`config.mk`:
```
export PLATFORM = sky130hd
export DESIGN_NAME = ear_input_select
export DESIGN_NICKNAME = d
export VERILOG_FILES = /design/src/source/cpc_glue_pkg.sv /design/src/source/ear_input_select.sv
export SDC_FILE = /design/constraint.sdc
export NUM_CORES = 1
export LEC_CHECK = 0
export CELL_PAD_IN_SITES_DETAIL_PLACEMENT = 0
export CELL_PAD_IN_SITES_GLOBAL_PLACEMENT = 1
export CORE_MARGIN = 2
export CORE_UTILIZATION = 44
export CTS_BUF_LIST = sky130_fd_sc_hd__clkbuf_2 sky130_fd_sc_hd__clkbuf_4 sky130_fd_sc_hd__clkbuf_8
export CTS_CLUSTER_SIZE = 12
export DETAILED_ROUTE_END_ITERATION = 8
export DONT_BUFFER_PORTS = 1
export PLACE_DENSITY = 0.79
export SKIP_LAST_GASP = 1
export SYNTH_ARGS = -nofsm -noshare
export SYNTH_HDL_FRONTEND = slang
export SYNTH_SLANG_ARGS = --single-unit
```
`constraint.sdc`:
```
create_clock -name clk_sys -period 6.2 [get_ports clk_sys]
set_input_delay 0.31 -clock clk_sys [delete_from_list [all_inputs] [get_ports clk_sys]]
set_output_delay 0.31 -clock clk_sys [all_outputs]
set_load 0.005 [all_outputs]
```
`src/source/cpc_glue_pkg.sv`:
```
//////////////////////////////
// Constants and enums for the CPC glue blocks
// Page numbers are 16 KB units inside one 8 MB SDRAM bank
//////////////////////////////
`default_nettype none

package cpc_glue_pkg;

	// Host download index
	localparam logic [7:0] idx_rom = 8'd0;
	localparam logic [7:0] idx_ext = 8'd3;

	localparam logic [8:0] page_hole      = 9'h1EE; // Unused page for a bad extension
	localparam logic [8:0] page_combo_end = 9'h1FF;

	// Boot image pages
	localparam logic [8:0] os_page     = 9'h000;
	localparam logic [8:0] basic_page  = 9'h100;
	localparam logic [8:0] amsdos_page = 9'h107;
	localparam logic [8:0] mf2_page    = 9'h0FF;

	localparam logic [13:0] mf2_port_hi     = 14'b1111_1110_1110_10; // FEE8h and FEEAh
	localparam logic [15:0] mf2_nmi_vector  = 16'h0066;
	localparam logic [15:0] mf2_hide_vector = 16'h0065;

	localparam logic [31:0] ear_autostop_cycles = 32'd320_000_000; // 5 s at 64 MHz

	// Menu setting, same order as the OSD option
	typedef enum logic [1:0] {
		mf2_enabled  = 2'd0,
		mf2_hidden   = 2'd1,
		mf2_disabled = 2'd2
	} mf2_mode_e;

	typedef enum logic [1:0] {
		mf2_idle,
		mf2_nmi_pending,
		mf2_active,
		mf2_active_hidden
	} mf2_state_e;

	typedef enum logic [1:0] {
		bank_6128 = 2'd0,
		bank_664  = 2'd1
	} boot_bank_e;

endpackage

`default_nettype wire
```
`src/source/ear_input_select.sv`:
```
//////////////////////////////
// EAR wins while it toggles, player bit after a quiet period
//////////////////////////////
`timescale 1ns/1ns
`default_nettype none

module ear_input_select #(
	parameter logic [31:0] autostop_cycles = cpc_glue_pkg::ear_autostop_cycles
) (
	input  wire  clk_sys,
	input  wire  reset,
	input  wire  ear_i,
	input  wire  player_bit_i,
	output logic tape_play_o
);

	logic        ear_s1;
	logic        ear_s2;
	logic        ear_s3;
	logic [31:0] quiet_cnt;

	always_ff @(posedge clk_sys) begin
		if (reset) begin
			ear_s1 <= 1'b0;
			ear_s2 <= 1'b0;
			ear_s3 <= 1'b0;
			quiet_cnt <= 32'd0;
			tape_play_o <= 1'b0;
		end else begin
			ear_s1 <= ear_i; // Asynchronous input
			ear_s2 <= ear_s1;
			ear_s3 <= ear_s2;
			if (ear_s3 ^ ear_s2)
				quiet_cnt <= autostop_cycles; // Edge seen, hold EAR
			else if (quiet_cnt != 32'd0)
				quiet_cnt <= quiet_cnt - 32'd1;
			tape_play_o <= (quiet_cnt != 32'd0) ? ear_s3 : player_bit_i;
		end
	end

endmodule

`default_nettype wire

```
==> qor.csv <==
metric;value;unit
status;complete, no violations;
Num Clock Sinks;36;
Total GRT Usage;0.187;
Yosys top cell by area;dfxtp_1;
Final Hold Fails;0;
Post-Syn Nets;204;
most frequent cells in the layout;dfxtp_1 (36), or4_1 (20), or3_1 (16), nor2_1 (14), a21oi_1 (14);
critical path data required time;6.38;ns
Vias/cell;5.99;
RSZ-0062 raised after global routing;no;
dpl cells;236;
P&R area growth vs syn;6.58;%
post-route setup TNS;0;ns
initial antenna violation count;0;
FP Rows;22;
slew at the pin closest to its max-slew limit;0.992;ns
startpoint type of the worst setup path;flop;
synth top area cells;dfxtp_1 (42%), or4_1 (8.7%), or3_1 (5.8%);
P_leak;0.000691;µW
H-tree depth reported by CTS;2;
Post-CTS Resized;0;
share of cells above drive strength 1;0.102;
Vias;1462;
Root Buffer;clkbuf_8;
vias in the first global route;1353;
Hold Path Stages;1;
Peak VDD IR;0.290;mV
FF+latch count, synth;36;
crit path max fanout;17;
clk_skew;0.00658;ns
post-detail-place hpwl;2570;µm
die height;66.7;µm
gpl congestion;0.787;
FMAX;361;MHz
number of max-slew violations in the final report;0;
Crit. End Element;flop;
hold path start;reset;
CTS tree;yes;
global-route wire length before repair;6140;µm
port bufs;0;
post-route ant nets;0;
WS Path Type;reg -> reg;
Final setup violation count;0;
Clock Tree Buf Depth;2;
clk_lat worst skew;0.29;ns
drc violations;0;
Max Cap Violations;0;
largest net degree at the start of global routing;23;
Synth warnings;0;
Final Cycle Share;0.447;
Power Density;611;nW/µm²
die span in x;66.7;µm
commonest non-fill, non-tap cell in the layout;dfxtp_1;
gr ovfl total;0;
synthesized area;1730;µm²
crit path from;quiet_cnt[0];
Post-Layout Cell Count;244;
Fill cells;360;
Routed WL per cell;15.0;µm
Reg2Reg Depth;7;
hold_buf cts;0;
IO Pins;5;
DRT iter0 DRCs;91;
CTS clock-pin slew for the worst setup and hold paths;0.07;ns
die area;4450;µm²
TritonCTS Buffers;5;
Hold Crit Class;in -> reg;
synth unique cells;39;
DRT Pass-1 Iters;4;
CP arrival;2.95;ns
Slew headroom;0.337;
Layout Nets;201;
Post-Syn Area per Cell;8.75;µm²
RR Startpoint;quiet_cnt[0];
CORE AREA;3720;µm²
ANT cells;0;
starting density of the core;0.466;
area share of the largest cell type after synthesis;0.416;
Total Routed Length;3660;µm
postcts setup bufs;0;
minimum clock period;2.77;ns
synthesized instance count;198;
Seq/Total Area, Yosys;0.416;
## synth_stat cells, drive strengths merged
master	number
nand3	3
a21o	1
nand2	11
or4	20
a31o	2
or2	6
nor4	4
o21a	1
or3b	1
nor4b	1
nand2b	2
a31oi	5
or3	16
and3	1
a211oi	2
nand4b	1
o31a	1
o41ai	1
a311o	1
nor2	14
o211ai	4
o31ai	5
or4b	1
a32oi	1
inv	2
nor2b	4
nor3	1
a211o	2
nand4	2
dfxtp	36
a21oi	14
xor2	6
buf	4
clkbuf	7
o21ai	8
ha	2
xnor2	4
o311ai	1
## flip-flops by register name, indices dropped and copies added (netlist names)
register and cells:
quiet_cnt 32, ear_s2 1, tape_play_o 1, ear_s3 1
ear_s1 1
## cell type report
class | count | area (µm²) | share of cell area
repair buffers | 1 | 7.51 | 0.00407
clock buffers | 6 | 82.6 | 0.0447
well taps | 48 | 60.1 | 0.0325
multi-input cells | 149 | 957 | 0.519
inverters | 2 | 7.51 | 0.00407
clock inverters | 2 | 10.0 | 0.00542
flip-flops and latches | 36 | 721 | 0.391
## metal layers
metal / wire [µm] / up-vias / GRT usage
li1: - / 740 / -
met1: 1710 / 705 / 0.223
met2: 1810 / 12 / 0.321
met3: 100 / 5 / 0.0405
met4: 38 / 0 / 0.0765
met5: 0 / - / 0
## final timing paths
kind / slack (ns) / end
worst max-delay path: 3.43 / quiet_cnt[29]
worst min-delay path: 0.08 / quiet_cnt[20]
worst max register to register: 3.43 / quiet_cnt[29]
worst min register to register: 0.43 / ear_s2
## cells by family after synthesis
group | Yosys count | synth area share
DFF | 36 | 0.416
and+or+nand+nor | 88 | 0.303
adders and majority gates | 2 | 0.0144
xor gates and xnor gates | 10 | 0.0506
AOI/OAI and AO/OA | 49 | 0.184
buffers and inverters | 13 | 0.0311
## through the flow
stage | utilization | setup slack, ns | hold slack, ns | power [µW] | area [µm²]
after global placement | 0.472 | 3.50 | 0.380 | 930 | 1750
after floorplan | - | 3.72 | 0.382 | 847 | 1730
after detailed placement | 0.472 | 3.41 | 0.383 | 954 | 1750
after CTS | 0.497 | 3.42 | 0.0722 | 1130 | 1850
final | 0.497 | 3.43 | 0.0802 | 1130 | 1850
after global routing | 0.497 | 3.20 | 0.0682 | 1220 | 1850
## critical path, stage by stage, from the launching register on
cell and delay (ns):
dfxtp_1 0.31, inv_1 0.10, ha_1 0.15, or4b_2 0.61, nor4_2 0.64, a211o_1 0.54
nor4_1 0.11, o21a_1 0.19
## power breakdown
part	leakage (µW)	internal (µW)	switching [µW]	total, µW
clock network	0.0000510	88.6	82.5	171
registers	0.000295	310	79.4	389
logic	0.000346	241	325	567
No activity file was read; power rests on OpenSTA's default activity.
