==> src/source/cpc_glue_pkg.sv <==
//////////////////////////////
// Constants and enums for the CPC glue blocks
// Page numbers are 16 KB units inside one 8 MB SDRAM bank
//////////////////////////////
`default_nettype none

package cpc_glue_pkg;

	// Host download index
	localparam logic [7:0] idx_rom = 8'd0;
	localparam logic [7:0] idx_ext = 8'd3;

	localparam logic [8:0] page_hole      = 9'h1EE; // Unused page for a bad extension
	localparam logic [8:0] page_combo_end = 9'h1FF;

	// Boot image pages
	localparam logic [8:0] os_page     = 9'h000;
	localparam logic [8:0] basic_page  = 9'h100;
	localparam logic [8:0] amsdos_page = 9'h107;
	localparam logic [8:0] mf2_page    = 9'h0FF;

	localparam logic [13:0] mf2_port_hi     = 14'b1111_1110_1110_10; // FEE8h and FEEAh
	localparam logic [15:0] mf2_nmi_vector  = 16'h0066;
	localparam logic [15:0] mf2_hide_vector = 16'h0065;

	localparam logic [31:0] ear_autostop_cycles = 32'd320_000_000; // 5 s at 64 MHz

	// Menu setting, same order as the OSD option
	typedef enum logic [1:0] {
		mf2_enabled  = 2'd0,
		mf2_hidden   = 2'd1,
		mf2_disabled = 2'd2
	} mf2_mode_e;

	typedef enum logic [1:0] {
		mf2_idle,
		mf2_nmi_pending,
		mf2_active,
		mf2_active_hidden
	} mf2_state_e;

	typedef enum logic [1:0] {
		bank_6128 = 2'd0,
		bank_664  = 2'd1
	} boot_bank_e;

endpackage

`default_nettype wire
==> src/source/boot_loader_map.sv <==
//////////////////////////////
// Lower 4 MB holds OS, RAM pages and MF2 ROM, upper 4 MB the high ROMs
// Only ROM and expansion downloads are mapped
//////////////////////////////
`timescale 1ns/1ns
`default_nettype none

module boot_loader_map (
	input  wire                       clk_sys,
	input  wire                       reset,
	input  wire                       ioctl_download_i,
	input  wire                       ioctl_wr_i,
	input  wire  [7:0]                ioctl_index_i,
	input  wire  [24:0]               ioctl_addr_i,
	input  wire  [7:0]                ioctl_dout_i,
	input  wire  [15:0]               ioctl_file_ext_i,
	input  wire                       status_reset_i,
	input  wire                       model_664_i,
	output logic                      cpu_reset_o,
	output logic                      model_o,
	output logic                      boot_wr_o,
	output logic [22:0]               boot_addr_o,
	output cpc_glue_pkg::boot_bank_e  boot_bank_o,
	output logic [7:0]                boot_dout_o,
	output logic [255:0]              rom_map_o
);

	logic       rom_dl;
	logic       ext_dl;
	logic       old_download;
	logic       old_wr;
	logic       wr_fall;
	logic       combo;
	logic       combo_clear;
	logic [8:0] ext_page;

	assign rom_dl = ioctl_download_i && (ioctl_index_i == cpc_glue_pkg::idx_rom);
	assign ext_dl = ioctl_download_i && (ioctl_index_i == cpc_glue_pkg::idx_ext);
	assign wr_fall = (rom_dl | ext_dl) & old_wr & ~ioctl_wr_i;
	assign combo_clear = wr_fall & combo & (&boot_addr_o[13:0]); // Last byte of the block

	ext_page_decoder u_ext_page (
		.clk_sys       (clk_sys),
		.reset         (reset),
		.start_i       (ext_dl & ~old_download),
		.file_ext_i    (ioctl_file_ext_i),
		.combo_clear_i (combo_clear),
		.page_o        (ext_page),
		.combo_o       (combo)
	);

	always_comb begin
		boot_wr_o = (rom_dl | ext_dl) & ioctl_wr_i;
		boot_dout_o = ioctl_dout_i;
		boot_addr_o = {9'h1FF, ioctl_addr_i[13:0]};
		boot_bank_o = cpc_glue_pkg::bank_6128;
		if (ext_dl) begin
			boot_addr_o[22] = ext_page[8];
			boot_addr_o[21:14] = ext_page[7:0] + ioctl_addr_i[21:14];
			boot_bank_o = model_o ? cpc_glue_pkg::bank_664 : cpc_glue_pkg::bank_6128;
		end else begin
			case (ioctl_addr_i[24:14])
				11'd0, 11'd4: boot_addr_o[22:14] = cpc_glue_pkg::os_page;
				11'd1, 11'd5: boot_addr_o[22:14] = cpc_glue_pkg::basic_page;
				11'd2, 11'd6: boot_addr_o[22:14] = cpc_glue_pkg::amsdos_page;
				11'd3, 11'd7: boot_addr_o[22:14] = cpc_glue_pkg::mf2_page;
				default: boot_wr_o = 1'b0; // Past the last image
			endcase
			if (ioctl_addr_i[24:16] == 9'd1)
				boot_bank_o = cpc_glue_pkg::bank_664; // Chunks 4 to 7
		end
	end

	always_ff @(posedge clk_sys) begin
		if (reset) begin
			old_download <= 1'b0;
			old_wr <= 1'b0;
			cpu_reset_o <= 1'b1;
			model_o <= 1'b0;
			rom_map_o <= '0;
		end else begin
			old_download <= ioctl_download_i;
			old_wr <= ioctl_wr_i;
			cpu_reset_o <= status_reset_i | rom_dl | ext_dl;
			if (cpu_reset_o)
				model_o <= model_664_i; // Model only changes across a core reset
			if (wr_fall && boot_addr_o[22])
				rom_map_o[boot_addr_o[21:14]] <= 1'b1;
		end
	end

endmodule

`default_nettype wire

==> src/source/ext_page_decoder.sv <==
//////////////////////////////
// Extension E?? gives the ROM page as two hex digits
// Only upper case A-F is accepted
//////////////////////////////
`timescale 1ns/1ns
`default_nettype none

module ext_page_decoder (
	input  wire         clk_sys,
	input  wire         reset,
	input  wire         start_i,
	input  wire  [15:0] file_ext_i,
	input  wire         combo_clear_i,
	output logic [8:0]  page_o,
	output logic        combo_o
);

	logic [4:0] hi_nib; // Valid flag and value
	logic [4:0] lo_nib;
	logic [8:0] next_page;
	logic       next_combo;

	function automatic logic [4:0] hex_digit(input logic [7:0] c);
		logic [4:0] r;
		r = 5'd0;
		if (c >= "0" && c <= "9")
			r = {1'b1, c[3:0]};
		else if (c >= "A" && c <= "F")
			r = {1'b1, c[3:0] + 4'd9};
		return r;
	endfunction

	always_comb begin
		hi_nib = hex_digit(file_ext_i[15:8]);
		lo_nib = hex_digit(file_ext_i[7:0]);
		next_page = cpc_glue_pkg::page_hole; // Bit 8 stays set for hex pages
		next_combo = 1'b0;
		if (hi_nib[4])
			next_page[7:4] = hi_nib[3:0];
		if (lo_nib[4])
			next_page[3:0] = lo_nib[3:0];
		if (file_ext_i == "ZZ")
			next_page = 9'd0; // System ROM area
		if (file_ext_i == "Z0") begin
			next_page = 9'd0;
			next_combo = 1'b1; // Runs on into the high pages
		end
	end

	always_ff @(posedge clk_sys) begin
		if (reset) begin
			page_o <= cpc_glue_pkg::page_hole;
			combo_o <= 1'b0;
		end else if (start_i) begin
			page_o <= next_page;
			combo_o <= next_combo;
		end else if (combo_clear_i) begin
			page_o <= cpc_glue_pkg::page_combo_end;
			combo_o <= 1'b0;
		end
	end

endmodule

`default_nettype wire

==> config.mk <==
export PLATFORM = sky130hd
export DESIGN_NAME = boot_loader_map
export DESIGN_NICKNAME = d
export VERILOG_FILES = /design/src/source/cpc_glue_pkg.sv /design/src/source/boot_loader_map.sv /design/src/source/ext_page_decoder.sv
export SDC_FILE = /design/constraint.sdc
export NUM_CORES = 1
export LEC_CHECK = 0
export BUFFER_PORTS_ARGS = -buffer_cell sky130_fd_sc_hd__buf_2
export CAP_MARGIN = 15
export CORE_ASPECT_RATIO = 0.5
export CORE_MARGIN = 3
export CORE_UTILIZATION = 45
export DETAILED_ROUTE_END_ITERATION = 8
export GPL_ROUTABILITY_DRIVEN = 0
export PLACE_DENSITY = 0.85
export SKIP_CTS_REPAIR_TIMING = 1
export SLEW_MARGIN = 0
export SYNTH_ARGS = -nofsm -noshare
export SYNTH_HDL_FRONTEND = slang
export SYNTH_SLANG_ARGS = --single-unit
export TNS_END_PERCENT = 5
==> constraint.sdc <==
create_clock -name clk_sys -period 2.9 [get_ports clk_sys]
set_clock_uncertainty 0.2 [all_clocks]
set_input_delay 0.145 -clock clk_sys [delete_from_list [all_inputs] [get_ports clk_sys]]
set_output_delay 0.145 -clock clk_sys [all_outputs]
set_load 0.01 [all_outputs]
==> impl_results.md <==
* Fin cells at 1868
* Final Util at 62.38%
* H-tree levels at 1
* Placed insts at 1808
* Critical path startpoint category: flip-flop
* Boundary Pins at 355
* Design Area, Final at 0.01391 mm2
* Post-Synth Adder-Cell Area at 2.216%
* Vias in the first global route at 9238
* Initial antenna violation count at 0
* Layout cells sized above 1 at 30.74%
* Critical path endpoint category: flip-flop
* Max frequency at 336.6 MHz
* DRC Markers at 0
* Power Dens Cells at 529.1 mW/mm2
* Avg WL per Cell at 19.32 um
* Max Cap Viol at 0
* Fin Hold WS at -0.03078 ns
* Initial core utilization at 47.10%
* Synth cell types at 64
* WL final at 36090 um
* Worst path cell trace: ha_4 > buf_4 > a211o_1 > a2111oi_1 > o211ai_1 > a41oi_2 > buf_12 > nand4_1 > o22ai_1
* Multiplexer share of the synthesized area at 0.1906%
* Largest family of logic cells by synthesized area: compound AO/OA/AOI/OAI gates
* Post-Place Cell Area at 0.01281 mm2
* Seq/Total Area, Yosys at 51.47%
* 1st-iter DRT viols at 1097
* Chip height at 114.0 um
* HPWL Detailed at 25240 um
* Post-synth EDFFs at 0
* Clock Latency Late Sink at 0.53 ns
* Core area at 0.02230 mm2
* DR pass1 iterations at 6
* N_diodes at 0
* Area leader, netlist: dfxtp_1
* CTS Sinks at 270
* CP Data Required Time at 3.14 ns
* Synth Area in Compound Gates at 21.72%
* Leak at 0.005754 uW
* DP Worst Slack at -0.1492 ns
* Final hold viol count at 2
* Cell with the most instances after synthesis: dfxtp_1
* Failing checks: negative hold slack, negative setup slack
* Synth top area cells: dfxtp_1, o22ai_1, inv_1
* Worst hold path type: input pin to flip-flop
* Shortest period the worst path allows at 2.971 ns
* Largest net degree at the start of global routing at 259
* Worst slew margin at 24.05%
* IO buf count at 337
* Post-Syn Nets at 1283
* CTS buffer count at 23
* Outcome: finished with violations
* Post-Syn Area at 0.01050 mm2
* Synth top cells by count: dfxtp_1, inv_1, o22ai_1
* Maximum vdd ir drop at 0.4044 mV
* Clock buffer depth at 3
* Die X at 222.1 um
* Layout area overhead at 32.45%
* WP data arrival at 3.21 ns
* CP max stage cell: a2111oi_1
* Worst-path clk slew at 0.07 ns
* TritonCTS clock tree: done
* Post-synth top area share at 51.47%
* Yosys reg bits at 270
* Vias per cell at 5.519
* Die area at 0.02532 mm2
* Rows at 38
* Cells after Synth at 1202
* Final Cycle Share at 102.5%
* Total gr overflow at 0
* Via count at 10310
* Total Routing Usage GR at 26.00%
* Final setup vio count at 6
* Sum Neg Setup Slack at -0.1726 ns
* CP max stage delay at 0.55 ns
* Final Slew Violations at 0
* Ys async rst share at 0%
* Nets@finish at 1634
* Top_reg_cell synth: dfxtp_1
* Max FO, Critical Path at 16
* Worst-margin pin slew at 1.139 ns
* Simple-gate area share of the yosys netlist at 10.14%
* Remaining antenna violation count at 0
* XOR/XNOR Fraction of Synth Area at 0.5838%
* Critical path class: flip-flop to flip-flop
* Setup ws final at -0.07123 ns
* Synth Area per Inst at 8.738 um2
* First-pass GRT wire length at 52640 um
* Clock root cell: clkbuf_16
* Yosys warns at 0
## registers in the layout (all words and copies together) (netlist names)
register            cells
old_download            1
rom_map_o             256
old_wr                  1
cpu_reset_o             1
model_o                 1
u_ext_page.page_o       9
u_ext_page.combo_o      1
## final cells by class
class | count | area, um2
fillers | 1843 | 8388
flip-flops and latches | 270 | 5408
multi-input cells | 576 | 3790
repair buffers | 416 | 2552
inverters | 266 | 998.5
clock buffers | 29 | 638.1
well taps | 300 | 375.4
clock inverters | 11 | 148.9
## cells in the final DEF, fill, tap and decap left out, drive strengths merged, types with 22 or more instances in the layout
| cell | n |
|---|---|
| dfxtp | 270 |
| nand3 | 34 |
| clkbuf | 30 |
| nand4 | 22 |
| buf | 401 |
| o21ai | 22 |
| nand2 | 36 |
| nor2 | 36 |
| o22ai | 257 |
| inv | 269 |
## power breakdown
group	switching [uW]	total [uW]	leakage, uW	internal [uW]
Sequential	2.43	3710	0.00217	3710
Combinational	236	370	0.00319	135
Clock	1440	3280	0.000391	1840
Total	1680	7360	0.00575	5680
## final timing paths
kind	startpoint	end	slack [ns]	depth (start not counted)
max	u_ext_page.page_o[0]$_SDFFE_PP0P_	rom_map_o[131]$_SDFFE_PP0P_	-0.07	9
min reg2reg	rom_map_o[126]$_SDFFE_PP0P_	rom_map_o[126]$_SDFFE_PP0P_	0.27	2
max reg2reg	u_ext_page.page_o[0]$_SDFFE_PP0P_	rom_map_o[131]$_SDFFE_PP0P_	-0.07	9
min	ioctl_file_ext_i[8]	u_ext_page.page_o[4]$_SDFFE_PP0P_	-0.03	5
## routing by layer
| metal | GRT usage (%) | wire length (um) |
|---|---|---|
| met1 | 33.92 | 14810 |
| met2 | 43.44 | 16880 |
| met5 | 0 | 0 |
| met3 | 4.808 | 2779 |
| met4 | 9.791 | 1626 |
## cells by family after synthesis
kind of cell / count (synthesis)
other cells: 1
flops: 270
fa+ha+maj: 18
simple gates: 200
compound gates: 348
mux: 2
buf+inv: 356
xor+xnor: 7
## worst max-delay path, delay by kind of cell, from the launching register on
kind / cells / cell delay [ns]
fa+ha+maj: 1 / 0.16
buf+inv: 2 / 0.31
simple gates: 1 / 0.27
compound gates: 5 / 1.60
flops: 1 / 0.34
## per-stage QoR
stage	hold slack [ns]	total power, uW
after CTS	-0.4066	7322
after global routing	0.007017	7565
after detailed placement	0.09007	4106
final	-0.03078	7360
after global placement	0.09007	4103
after floorplan	0.04881	4004
(Power assumes the default switching activity.)
