`config.mk`:
```
export PLATFORM = sky130hd
export DESIGN_NAME = mf2_controller_flat
export DESIGN_NICKNAME = d
export VERILOG_FILES = /design/src/source/cpc_glue_pkg.sv /design/src/source/cpu_bus_if.sv /design/src/source/mf2_controller.sv /design/src/flat_wrapper.sv
export SDC_FILE = /design/constraint.sdc
export NUM_CORES = 1
export LEC_CHECK = 0
export BUFFER_PORTS_ARGS = -buffer_cell sky130_fd_sc_hd__buf_4
export CAP_MARGIN = 40
export CORE_ASPECT_RATIO = 1.25
export CORE_UTILIZATION = 25
export CTS_CLUSTER_DIAMETER = 50
export DETAILED_ROUTE_END_ITERATION = 6
export PLACE_DENSITY = 0.56
export REMOVE_ABC_BUFFERS = 1
export SLEW_MARGIN = 40
export SYNTH_ARGS = -nofsm -noshare
export SYNTH_HDL_FRONTEND = slang
export SYNTH_SLANG_ARGS = --single-unit
```
`constraint.sdc`:
```
create_clock -name clk_sys -period 1.1 [get_ports clk_sys]
set_input_delay 0.22 -clock clk_sys [delete_from_list [all_inputs] [get_ports clk_sys]]
set_output_delay 0.22 -clock clk_sys [all_outputs]
set_load 0.02 [all_outputs]
```
`src/source/cpc_glue_pkg.sv`:
```
//////////////////////////////
// Constants and enums for the CPC glue blocks
// Page numbers are 16 KB units inside one 8 MB SDRAM bank
//////////////////////////////
`default_nettype none

package cpc_glue_pkg;

	// Host download index
	localparam logic [7:0] idx_rom = 8'd0;
	localparam logic [7:0] idx_ext = 8'd3;

	localparam logic [8:0] page_hole      = 9'h1EE; // Unused page for a bad extension
	localparam logic [8:0] page_combo_end = 9'h1FF;

	// Boot image pages
	localparam logic [8:0] os_page     = 9'h000;
	localparam logic [8:0] basic_page  = 9'h100;
	localparam logic [8:0] amsdos_page = 9'h107;
	localparam logic [8:0] mf2_page    = 9'h0FF;

	localparam logic [13:0] mf2_port_hi     = 14'b1111_1110_1110_10; // FEE8h and FEEAh
	localparam logic [15:0] mf2_nmi_vector  = 16'h0066;
	localparam logic [15:0] mf2_hide_vector = 16'h0065;

	localparam logic [31:0] ear_autostop_cycles = 32'd320_000_000; // 5 s at 64 MHz

	// Menu setting, same order as the OSD option
	typedef enum logic [1:0] {
		mf2_enabled  = 2'd0,
		mf2_hidden   = 2'd1,
		mf2_disabled = 2'd2
	} mf2_mode_e;

	typedef enum logic [1:0] {
		mf2_idle,
		mf2_nmi_pending,
		mf2_active,
		mf2_active_hidden
	} mf2_state_e;

	typedef enum logic [1:0] {
		bank_6128 = 2'd0,
		bank_664  = 2'd1
	} boot_bank_e;

endpackage

`default_nettype wire
```
`src/source/cpu_bus_if.sv`:
```
//////////////////////////////
// Snooped Z80 bus, no handshake
// Users sample every clk_sys edge and find their own edges
//////////////////////////////
`timescale 1ns/1ns
`default_nettype none

interface cpu_bus_if;

	logic [15:0] cpu_addr;
	logic [7:0]  cpu_dout; // Data written by the CPU
	logic        m1;
	logic        io_wr;
	logic        mem_rd;
	logic        mem_wr;

	// Listeners only
	modport snoop (
		input cpu_addr,
		input cpu_dout,
		input m1,
		input io_wr,
		input mem_rd,
		input mem_wr
	);

endinterface

`default_nettype wire

```
`src/source/mf2_controller.sv`:
```
//////////////////////////////
// Multiface Two paging, NMI entry at 0066h
// Port writes are ignored while an NMI is pending
//////////////////////////////
`timescale 1ns/1ns
`default_nettype none

module mf2_controller (
	input  wire                      clk_sys,
	input  wire                      reset,
	cpu_bus_if.snoop                 bus,
	input  wire                      key_nmi_i,
	input  wire cpc_glue_pkg::mf2_mode_e mf2_mode_i,
	output logic                     nmi_o,
	output logic                     mf2_en_o,
	output logic                     rom_en_o,
	output logic                     ram_en_o
);

	cpc_glue_pkg::mf2_state_e state;
	logic hidden_q; // Blocks the FEE8h enable
	logic key_q;
	logic m1_q;
	logic io_wr_q;
	logic key_rise;
	logic m1_rise;
	logic port_wr;
	logic disabled;

	assign key_rise = key_nmi_i & ~key_q;
	assign m1_rise = bus.m1 & ~m1_q;
	assign port_wr = bus.io_wr & ~io_wr_q & (bus.cpu_addr[15:2] == cpc_glue_pkg::mf2_port_hi);
	assign disabled = (mf2_mode_i == cpc_glue_pkg::mf2_disabled);

	always_ff @(posedge clk_sys) begin
		if (reset) begin
			key_q <= 1'b0;
			m1_q <= 1'b0;
			io_wr_q <= 1'b0;
			state <= cpc_glue_pkg::mf2_idle;
			hidden_q <= (mf2_mode_i == cpc_glue_pkg::mf2_hidden);
		end else begin
			key_q <= key_nmi_i;
			m1_q <= bus.m1;
			io_wr_q <= bus.io_wr;
			case (state)
				cpc_glue_pkg::mf2_idle: begin
					if (key_rise && !disabled)
						state <= cpc_glue_pkg::mf2_nmi_pending;
					else if (port_wr && !bus.cpu_addr[1] && !hidden_q && !disabled)
						state <= cpc_glue_pkg::mf2_active; // FEE8h
				end
				cpc_glue_pkg::mf2_nmi_pending: begin
					if (m1_rise && bus.cpu_addr == cpc_glue_pkg::mf2_nmi_vector) begin
						state <= cpc_glue_pkg::mf2_active;
						hidden_q <= 1'b0;
					end
				end
				cpc_glue_pkg::mf2_active: begin
					if (m1_rise && bus.cpu_addr == cpc_glue_pkg::mf2_hide_vector) begin
						state <= cpc_glue_pkg::mf2_active_hidden;
						hidden_q <= 1'b1;
					end else if (port_wr && (bus.cpu_addr[1] || disabled))
						state <= cpc_glue_pkg::mf2_idle;
				end
				default: begin
					if (port_wr)
						state <= cpc_glue_pkg::mf2_idle; // Hidden, any port write pages out
				end
			endcase
		end
	end

	assign nmi_o = (state == cpc_glue_pkg::mf2_nmi_pending);
	assign mf2_en_o = (state == cpc_glue_pkg::mf2_active) ||
		(state == cpc_glue_pkg::mf2_active_hidden);
	assign rom_en_o = mf2_en_o && (bus.cpu_addr[15:13] == 3'b000); // 0000h-1FFFh
	assign ram_en_o = mf2_en_o && (bus.cpu_addr[15:13] == 3'b001); // 2000h-3FFFh

	// Paged in, the hide flag must match the hidden state
	a_hide_flag: assert property (@(posedge clk_sys) disable iff (reset)
		mf2_en_o |-> (hidden_q == (state == cpc_glue_pkg::mf2_active_hidden)))
		else $error("MF2 hide flag out of step with the paging state");

endmodule

`default_nettype wire

```
`src/flat_wrapper.sv`:
```
// flat-port wrapper written by rule: the top's interface ports become plain ports
module mf2_controller_flat 
  (clk_sys, reset, key_nmi_i, mf2_mode_i, nmi_o, mf2_en_o, rom_en_o, ram_en_o, bus_cpu_addr, bus_cpu_dout, bus_m1, bus_io_wr, bus_mem_rd, bus_mem_wr);
  cpu_bus_if bus_i ();
  input  wire clk_sys;
  input  wire reset;
  input  wire key_nmi_i;
  input  wire cpc_glue_pkg::mf2_mode_e mf2_mode_i;
  output logic nmi_o;
  output logic mf2_en_o;
  output logic rom_en_o;
  output logic ram_en_o;
  input wire logic [$bits(bus_i.cpu_addr)-1:0] bus_cpu_addr;
  input wire logic [$bits(bus_i.cpu_dout)-1:0] bus_cpu_dout;
  input wire logic [$bits(bus_i.m1)-1:0] bus_m1;
  input wire logic [$bits(bus_i.io_wr)-1:0] bus_io_wr;
  input wire logic [$bits(bus_i.mem_rd)-1:0] bus_mem_rd;
  input wire logic [$bits(bus_i.mem_wr)-1:0] bus_mem_wr;
  assign bus_i.cpu_addr = bus_cpu_addr;
  assign bus_i.cpu_dout = bus_cpu_dout;
  assign bus_i.m1 = bus_m1;
  assign bus_i.io_wr = bus_io_wr;
  assign bus_i.mem_rd = bus_mem_rd;
  assign bus_i.mem_wr = bus_mem_wr;
  mf2_controller u_core (.clk_sys(clk_sys), .reset(reset), .bus(bus_i), .key_nmi_i(key_nmi_i), .mf2_mode_i(mf2_mode_i), .nmi_o(nmi_o), .mf2_en_o(mf2_en_o), .rom_en_o(rom_en_o), .ram_en_o(ram_en_o));
endmodule
```
==> results of run 1 <==
-- repair_timing --
action	4_1_cts	5_1_grt
pin swaps	8	4
endpoints found under the setup margin	7	7
gates resized for setup	13	2
buffers inserted	1	0
-- cell families (layout without fill, tap and decap cells) --
logic type | after synthesis | count (layout) | synth area share
and+or+nand+nor | 27 | 27 | 0.517
DFF | 6 | 6 | 0.295
buffers and inverters | 2 | 40 | 0.0170
AOI/OAI and AO/OA | 9 | 9 | 0.170
-- power by group through the flow --
stage | Combinational (uW) | Clock [uW] | Sequential [uW]
3_5_place_dp | 157 | 0 | 243
2_1_floorplan | 48.8 | 0 | 244
5_1_grt | 188 | 249 | 241
3_3_place_gp | 155 | 0 | 243
4_1_cts | 171 | 240 | 239
6_report | 176 | 226 | 240
-- routing by layer --
layer  vias to the layer above  share of wire  wire length, um  track usage
li1                        252              -                -            -
met1                       235           0.43              550        0.171
met2                        22           0.51              642        0.205
met3                         2          0.047               60       0.0228
met5                         -              0                0            0
met4                         0          0.013               16        0.109
-- Yosys cell counts (all sizes together) --
cell type  count  area share
a211oi         1       0.028
a31oi          2       0.028
a32oi          1       0.020
and4           3       0.063
and4bb         2       0.057
clkbuf         1      0.0085
dfxtp          5        0.23
edfxtp         1       0.068
inv            1      0.0085
nand2          4       0.034
nand2b         1       0.014
nand3b         1       0.017
nand4          2       0.043
nor2           2       0.017
nor2b          6       0.085
nor4           3        0.11
nor4b          2       0.054
nor4bb         1       0.023
o21bai         1       0.017
o2bb2ai        1       0.020
o31a           2       0.040
o31ai          1       0.017
-- stage by stage --
step	hold slack [ns]	instances	power (uW)	util
5_1_grt	0.196	100	679	0.514
4_1_cts	0.179	100	650	0.503
3_5_place_dp	0.447	95	400	0.446
2_1_floorplan	0.285	43	292	-
6_report	0.189	100	642	0.514
3_3_place_gp	0.439	95	398	0.446
-- registers in the layout, indices dropped and copies added, names as in the netlist --
register and count:
u_core.state 2, u_core.hidden_q 1, u_core.io_wr_q 1, u_core.key_q 1
u_core.m1_q 1
-- cell usage in the layout, fill, tap and decap left out, types with 2 or more instances in the layout --
cell	synthesis	final
sky130_fd_sc_hd__nor4b_4	0	2
sky130_fd_sc_hd__and4_1	2	2
sky130_fd_sc_hd__clkbuf_4	0	3
sky130_fd_sc_hd__nor2_1	2	2
sky130_fd_sc_hd__and4bb_2	2	2
sky130_fd_sc_hd__nand2_1	4	4
sky130_fd_sc_hd__dfxtp_1	5	4
sky130_fd_sc_hd__o31a_1	2	2
sky130_fd_sc_hd__buf_4	0	30
sky130_fd_sc_hd__buf_6	0	5
sky130_fd_sc_hd__a31oi_1	2	2
sky130_fd_sc_hd__nor4_4	2	3
sky130_fd_sc_hd__nor2b_1	6	5
-- area by class of cell --
type                    count  area (um^2)
well taps                  18         22.5
clock buffers               4         26.3
inverters                   1         3.75
fillers                   158          778
flip-flops and latches      6          131
multi-input cells          36          358
repair buffers             35          282
-- final timing paths --
path                        start  slack (ns)               to
setup / recovery  u_core.state[1]       -0.15         ram_en_o
hold / removal             bus_m1        0.19      u_core.m1_q
setup reg to reg   u_core.io_wr_q       -0.14  u_core.state[1]
hold reg to reg   u_core.state[0]        0.61  u_core.state[0]
==> run_results.csv, run 1 <==
group,metric,value,unit
outcome,outcome,"complete, but fails checks",
outcome,violated_checks,"negative setup slack",
clock_network,cts_tree,"done",
critical_path,critical_path_required,0.88,ns
grt,number_of_global_route_vias_before_repair,534,
placement,portBuffers,26,
sta,layout_worst_path_cycle_share,1.13,
critical_path,timing.critical_path.cells,"inv_2 > nor4b_4 > buf_4",
critical_path,timing_worst_setup_path_type,"flop to output port",
detailed_routing,number_of_design_rule_violations_left_after_detail_routing,0,
critical_path,worst-endpoint-arrival,1.03,ns
final_layout,post_route_cells_drive_above_1_share,0.622,
sta,worst_slew_pin_slew,0.288,ns
sta,post-route-worst-setup-slack,-0.148,ns
detailed_routing,post_drt_wl_per_cell,12.7,um
sta,maxSlewViolCount,0,
final_layout,final_net_count,116,
clock_network,clock_sinks,6,
synth,synth_sequential_area_ratio,0.295,
sta,fin_skew,0.00795,ns
placement,dpl_worst_slack,-0.258,ns
synth,synth.lib_cells_used.distinct,26,
placement,postPlaceCellArea,714,um^2
detailed_routing,first_pass_iters,4,
detailed_routing,totalWireLength,1.27,mm
grt,maximum_number_of_pins_on_one_net_before_global_route_repair,9,
final_layout,antennaDiodeCount,0,
clock_network,post_cts_hold_buffer_count,0,
power,p_per_area,780,nW/um^2
clock_network,clock_tree.buffer_depth,2,
floorplan,num_rows,16,
critical_path,critPathBufInv,2,
detailed_routing,drt_iter0_markers,6,
grt,global_route.usage.total,0.140,
grt,antenna_violations_before_repair,0,
clock_network,number_of_levels_in_the_clock_h_tree,1,
min_path,whs_path_depth,2,
critical_path,cp_top_family,"flip-flops",
detailed_routing,route.vias.total,511,
critical_path,cp-start-kind,"flop",
synth,synth-warning-count,0,
detailed_routing,antenna_left,0,
floorplan,initial_core_utilization,0.275,
clock_network,insertion_delay_to_the_later_sink_of_the_worst_skew_pair,0.25,ns
grt,globalRoute.totalOverflow,0,
critical_path,critical_path_end_type,"output port",
floorplan,die_area,1930,um^2
sta,remaining_max_slew_budget_at_the_tightest_pin,0.807,
placement,post-dp-hpwl,962,um
sta,hold_viol_final,0,
floorplan,ioPinCount,37,
sta,setup_repair_after_global_routing_missed_its_margin,"true",
power,power_frac_seq,0.374,
run,max_cap_viol_count,0,
critical_path,slowest_delay,0.33,ns
sta,finalSetupViolations,7,
critical_path,critical_path_peak_fanout,3,
detailed_routing,viasPerCell,5.11,
critical_path,rr_worst_depth,4,
clock_network,cts.root.buffer_cell,"sky130_fd_sc_hd__clkbuf_4",
power,p_clk_frac,0.352,
sta,fmax_achieved,0.801,GHz
final_layout,postLayoutCellArea,823,um^2
grt,grt_first_pass_wirelength,1.95,mm
sta,final_period_minus_worst_setup_slack,1.25,ns
power,combinational_share_of_power,0.274,
min_path,min-delay-path-class,"input port to flop",
critical_path,crit_cells,3,
synth,syn_avg_cell_area,10.0,um^2
clock_network,numCtsBuffers,3,
synth,netlist_area,440,um^2
power,p_leak,0.000340,uW
floorplan,core-area,1600,um^2
power,ir_worst_vdd,638,uV
sta,tns,-0.749,ns
power,netSwitchingFraction,0.258,
clock_network,clk_pin_slew_worst_paths,0.05,ns
floorplan,dieHeight,48.9,um
synth,ys_seq_elements,6,
floorplan,chipWidth,39.5,um
synth,post_synth_inst_count,44,
critical_path,crit_path_top_delay_cell,"sky130_fd_sc_hd__dfxtp_2",
final_layout,area_growth_syn_to_layout,86.9,%
power,power_report.internal_total,476,uW
placement,gpl.final_weighted_congestion,0.876,
power,netSwitchingPower,166,uW
Power figures use the tool's default switching activity.
==> run 2, diff against run 1 <==
Settings changed: ABC_AREA from default to 1, PLACE_DENSITY 0.56 to 0.53.
==> run_results.csv, run 2 <==
group,metric,value,unit
outcome,outcome,"complete, but fails checks",
outcome,violated_checks,"design-rule violations, negative setup slack",
power,power.total,1300,uW
floorplan,num_rows,18,
synth,synthMostInstantiatedCell,"sky130_fd_sc_hd__nor2_1",
power,netSwitchingPower,507,uW
critical_path,rr_endpoint,"u_core.hidden_q",
clock_network,insertion_delay_to_the_later_sink_of_the_worst_skew_pair,0.26,ns
synth,synth_enable_flop_cells,1,
synth,synth_top_family_by_area,"simple AND/OR/NAND/NOR gates",
sta,final_period_minus_worst_setup_slack,1.25,ns
synth,netlist_top_cells_count,"sky130_fd_sc_hd__nor2_1, sky130_fd_sc_hd__nand2_1, sky130_fd_sc_hd__inv_1, sky130_fd_sc_hd__nand3_1, sky130_fd_sc_hd__nor2_2",
sta,hold_viol_final,0,
floorplan,ioPinCount,37,
power,p_per_area,1290,nW/um^2
sta,maxSlewViolCount,0,
placement,post-dp-hpwl,1.21,mm
synth,synth_largest_type_area_fraction,0.181,
min_path,min_delay_src,"reset",
synth,synth-main-ff-cell,"sky130_fd_sc_hd__dfxtp_1",
placement,portBuffers,26,
grt,grt_first_pass_wirelength,2.64,mm
power,power_frac_seq,0.232,
sta,post-route-worst-setup-slack,-0.151,ns
synth,synth_sequential_area_ratio,0.236,
synth,synth_fa_ha_area_frac,0,
power,p_leak,0.000535,uW
critical_path,critical_path_required,1.05,ns
final_layout,area_growth_syn_to_layout,82.3,%
sta,hold_slack,0.170,ns
detailed_routing,route.vias.total,698,
sta,setup_repair_after_global_routing_missed_its_margin,"true",
power,p_clk_frac,0.182,
placement,numPlacedInstances,154,
critical_path,critical_path_end_type,"flop",
sta,worst_slew_pin_slew,0.241,ns
clock_network,number_of_levels_in_the_clock_h_tree,1,
critical_path,critical_path_start,"u_core.m1_q",
final_layout,multi_input_area,415,um^2
final_layout,antennaDiodeCount,0,
critical_path,critical_path_peak_fanout,2,
grt,global_route.usage.total,0.152,
clock_network,numCtsBuffers,3,
critical_path,worst_path_most_repeated_cell,"sky130_fd_sc_hd__nor2_2",
grt,global_route.usage.met2,0.275,
min_path,min-delay-path-class,"input port to flop",
final_layout,largest-register,"u_core.state",
floorplan,die_area,2400,um^2
grt,grt_util_met1,0.156,
detailed_routing,totalWireLength,1.52,mm
grt,globalRoute.totalOverflow,0,
sta,fmax_achieved,0.799,GHz
synth,synth.lib_cells_used.distinct,18,
grt,grt_util_met3,0.0297,
floorplan,initial_core_utilization,0.272,
critical_path,cp-start-kind,"flop",
clock_network,post_cts_hold_buffer_count,0,
synth,synth_area_leader_cell,"sky130_fd_sc_hd__dfxtp_1",
clock_network,cts_tree,"done",
min_path,hold_path_end,"u_core.io_wr_q",
power,power_report.internal_total,790,uW
synth,synthTopCellsByArea,"sky130_fd_sc_hd__dfxtp_1, sky130_fd_sc_hd__nor2_1, sky130_fd_sc_hd__nand2_1",
clock_network,clock_tree.buffer_depth,2,
detailed_routing,drt_iter0_markers,11,
synth,synth-warning-count,0,
power,combinational_share_of_power,0.586,
floorplan,core-area,2030,um^2
sta,tns,-0.636,ns
synth,post_synth_inst_count,95,
final_layout,final_net_count,174,
min_path,whs_path_depth,2,
critical_path,rr_worst_depth,7,
clock_network,cts.root.buffer_cell,"sky130_fd_sc_hd__clkbuf_4",
grt,maximum_number_of_pins_on_one_net_before_global_route_repair,7,
floorplan,dieHeight,54.5,um
detailed_routing,number_of_design_rule_violations_left_after_detail_routing,4,
detailed_routing,antenna_left,0,
final_layout,largest_reg_flops,2,
critical_path,slowest_delay,0.29,ns
synth,netlist_area,552,um^2
critical_path,startpoint_of_the_lowest_slack_register_to_register_path,"u_core.m1_q",
synth,synth-xor-area-share,0,
sta,layout_worst_path_cycle_share,1.14,
floorplan,chipWidth,44.0,um
sta,remaining_max_slew_budget_at_the_tightest_pin,0.838,
synth,synthArstFlopShare,0,
synth,ys_seq_elements,6,
critical_path,timing.critical_path.cells,"nor2_1 > nand2_1 > nor2_2 > nand3_2 > nor2_4 > nor2_2 > o31ai_2",
grt,antenna_violations_before_repair,0,
run,max_cap_viol_count,0,
clock_network,clock_sinks,6,
placement,gpl.final_weighted_congestion,0.836,
detailed_routing,post_drt_wl_per_cell,9.48,um
grt,global_route.peak_usage_layer,"met2",
critical_path,timing_worst_setup_path_type,"flop to flop",
clock_network,clk_pin_slew_worst_paths,0.05,ns
synth,multiplexer_share_of_the_synthesized_area,0,
final_layout,final_cells,160,
sta,finalSetupViolations,6,
power,netSwitchingFraction,0.391,
final_layout,commonest_non_fill_non_tap_cells_in_the_layout,"sky130_fd_sc_hd__buf_4, sky130_fd_sc_hd__nand2_1, sky130_fd_sc_hd__inv_1",
final_layout,leading_cell_type_in_the_layout_fill_and_taps_excluded,"sky130_fd_sc_hd__buf_4",
synth,syn_avg_cell_area,5.81,um^2
critical_path,crit_path_top_delay_cell,"sky130_fd_sc_hd__dfxtp_1",
critical_path,ff2ff_setup_slack,-0.15,ns
final_layout,final-seq-area,134,um^2
power,ir_worst_vdd,832,uV
critical_path,worst-endpoint-arrival,1.20,ns
detailed_routing,viasPerCell,4.36,
synth,synth-compound-area-share,0.0454,
grt,number_of_global_route_vias_before_repair,676,
final_layout,post_route_cells_drive_above_1_share,0.543,
detailed_routing,first_pass_iters,6,
synth,post_synth_and_or_nand_nor_area_fraction,0.583,
sta,fin_skew,0.00688,ns
final_layout,nFillCells,211,
-- run 2: cell types whose count changed after synthesis, sizes merged, moves of 3 or more --
cell   change
nor2      +27
and4       -3
nor2b      -6
nor4       -3
nand3     +10
nand2     +17
inv       +18
-- run 2: cells by family (layout without fill, tap and decap cells) --
kind of cell / count (synthesis) / count (layout)
buffers and inverters: 20 / 65
DFF: 6 / 6
and+or+nand+nor: 65 / 65
AOI/OAI and AO/OA: 4 / 4
-- run 2: area by class of cell --
class	instances	share of cell area
multi-input combinational	69	0.413
timing repair buffer	42	0.332
sequential	6	0.133
inverter	19	0.0709
clock buffer	4	0.0261
tap	20	0.0249
-- run 2: what timing repair did --
action | 4_1_cts | 5_1_grt
gates resized for setup | 8 | 19
gates cloned | 0 | 0
endpoints found under the setup margin | 6 | 6
pin swaps | 5 | 16
setup buffers | 2 | 0
-- run 2: how the worst max path moves through the flow --
stage / end / slack (ns) / depth (start not counted)
after floorplan: u_core.hidden_q / -0.24 / 6
after global placement: u_core.hidden_q / -0.23 / 7
after detailed placement: u_core.hidden_q / -0.30 / 7
after CTS: u_core.state[1] / -0.16 / 10
after global routing: u_core.state[1] / -0.26 / 10
final: u_core.hidden_q / -0.15 / 7
-- run 2: per-stage QoR --
step	worst slack, ns	instance area, um^2	utilization
after floorplan	-0.241	548	-
after global placement	-0.231	873	0.431
after detailed placement	-0.301	873	0.431
after CTS	-0.158	937	0.462
after global routing	-0.258	1010	0.496
final	-0.151	1010	0.496
-- run 2: critical path, delay by kind of cell (launching register included) --
kind	cells	cell delay, ns
compound gates	1	0.05
flops	1	0.29
simple gates	6	0.60
-- run 2: routing by layer --
layer	share of wire	wire (um)
met1	0.40	600
met2	0.51	772
met3	0.065	99
met4	0.029	44
met5	0	0
-- run 2: power groups by stage --
stage	logic (uW)	clock network [uW]	registers, uW
2_1_floorplan	314	0	326
3_3_place_gp	629	0	295
3_5_place_dp	634	0	294
4_1_cts	708	250	297
5_1_grt	842	252	304
6_report	760	237	300
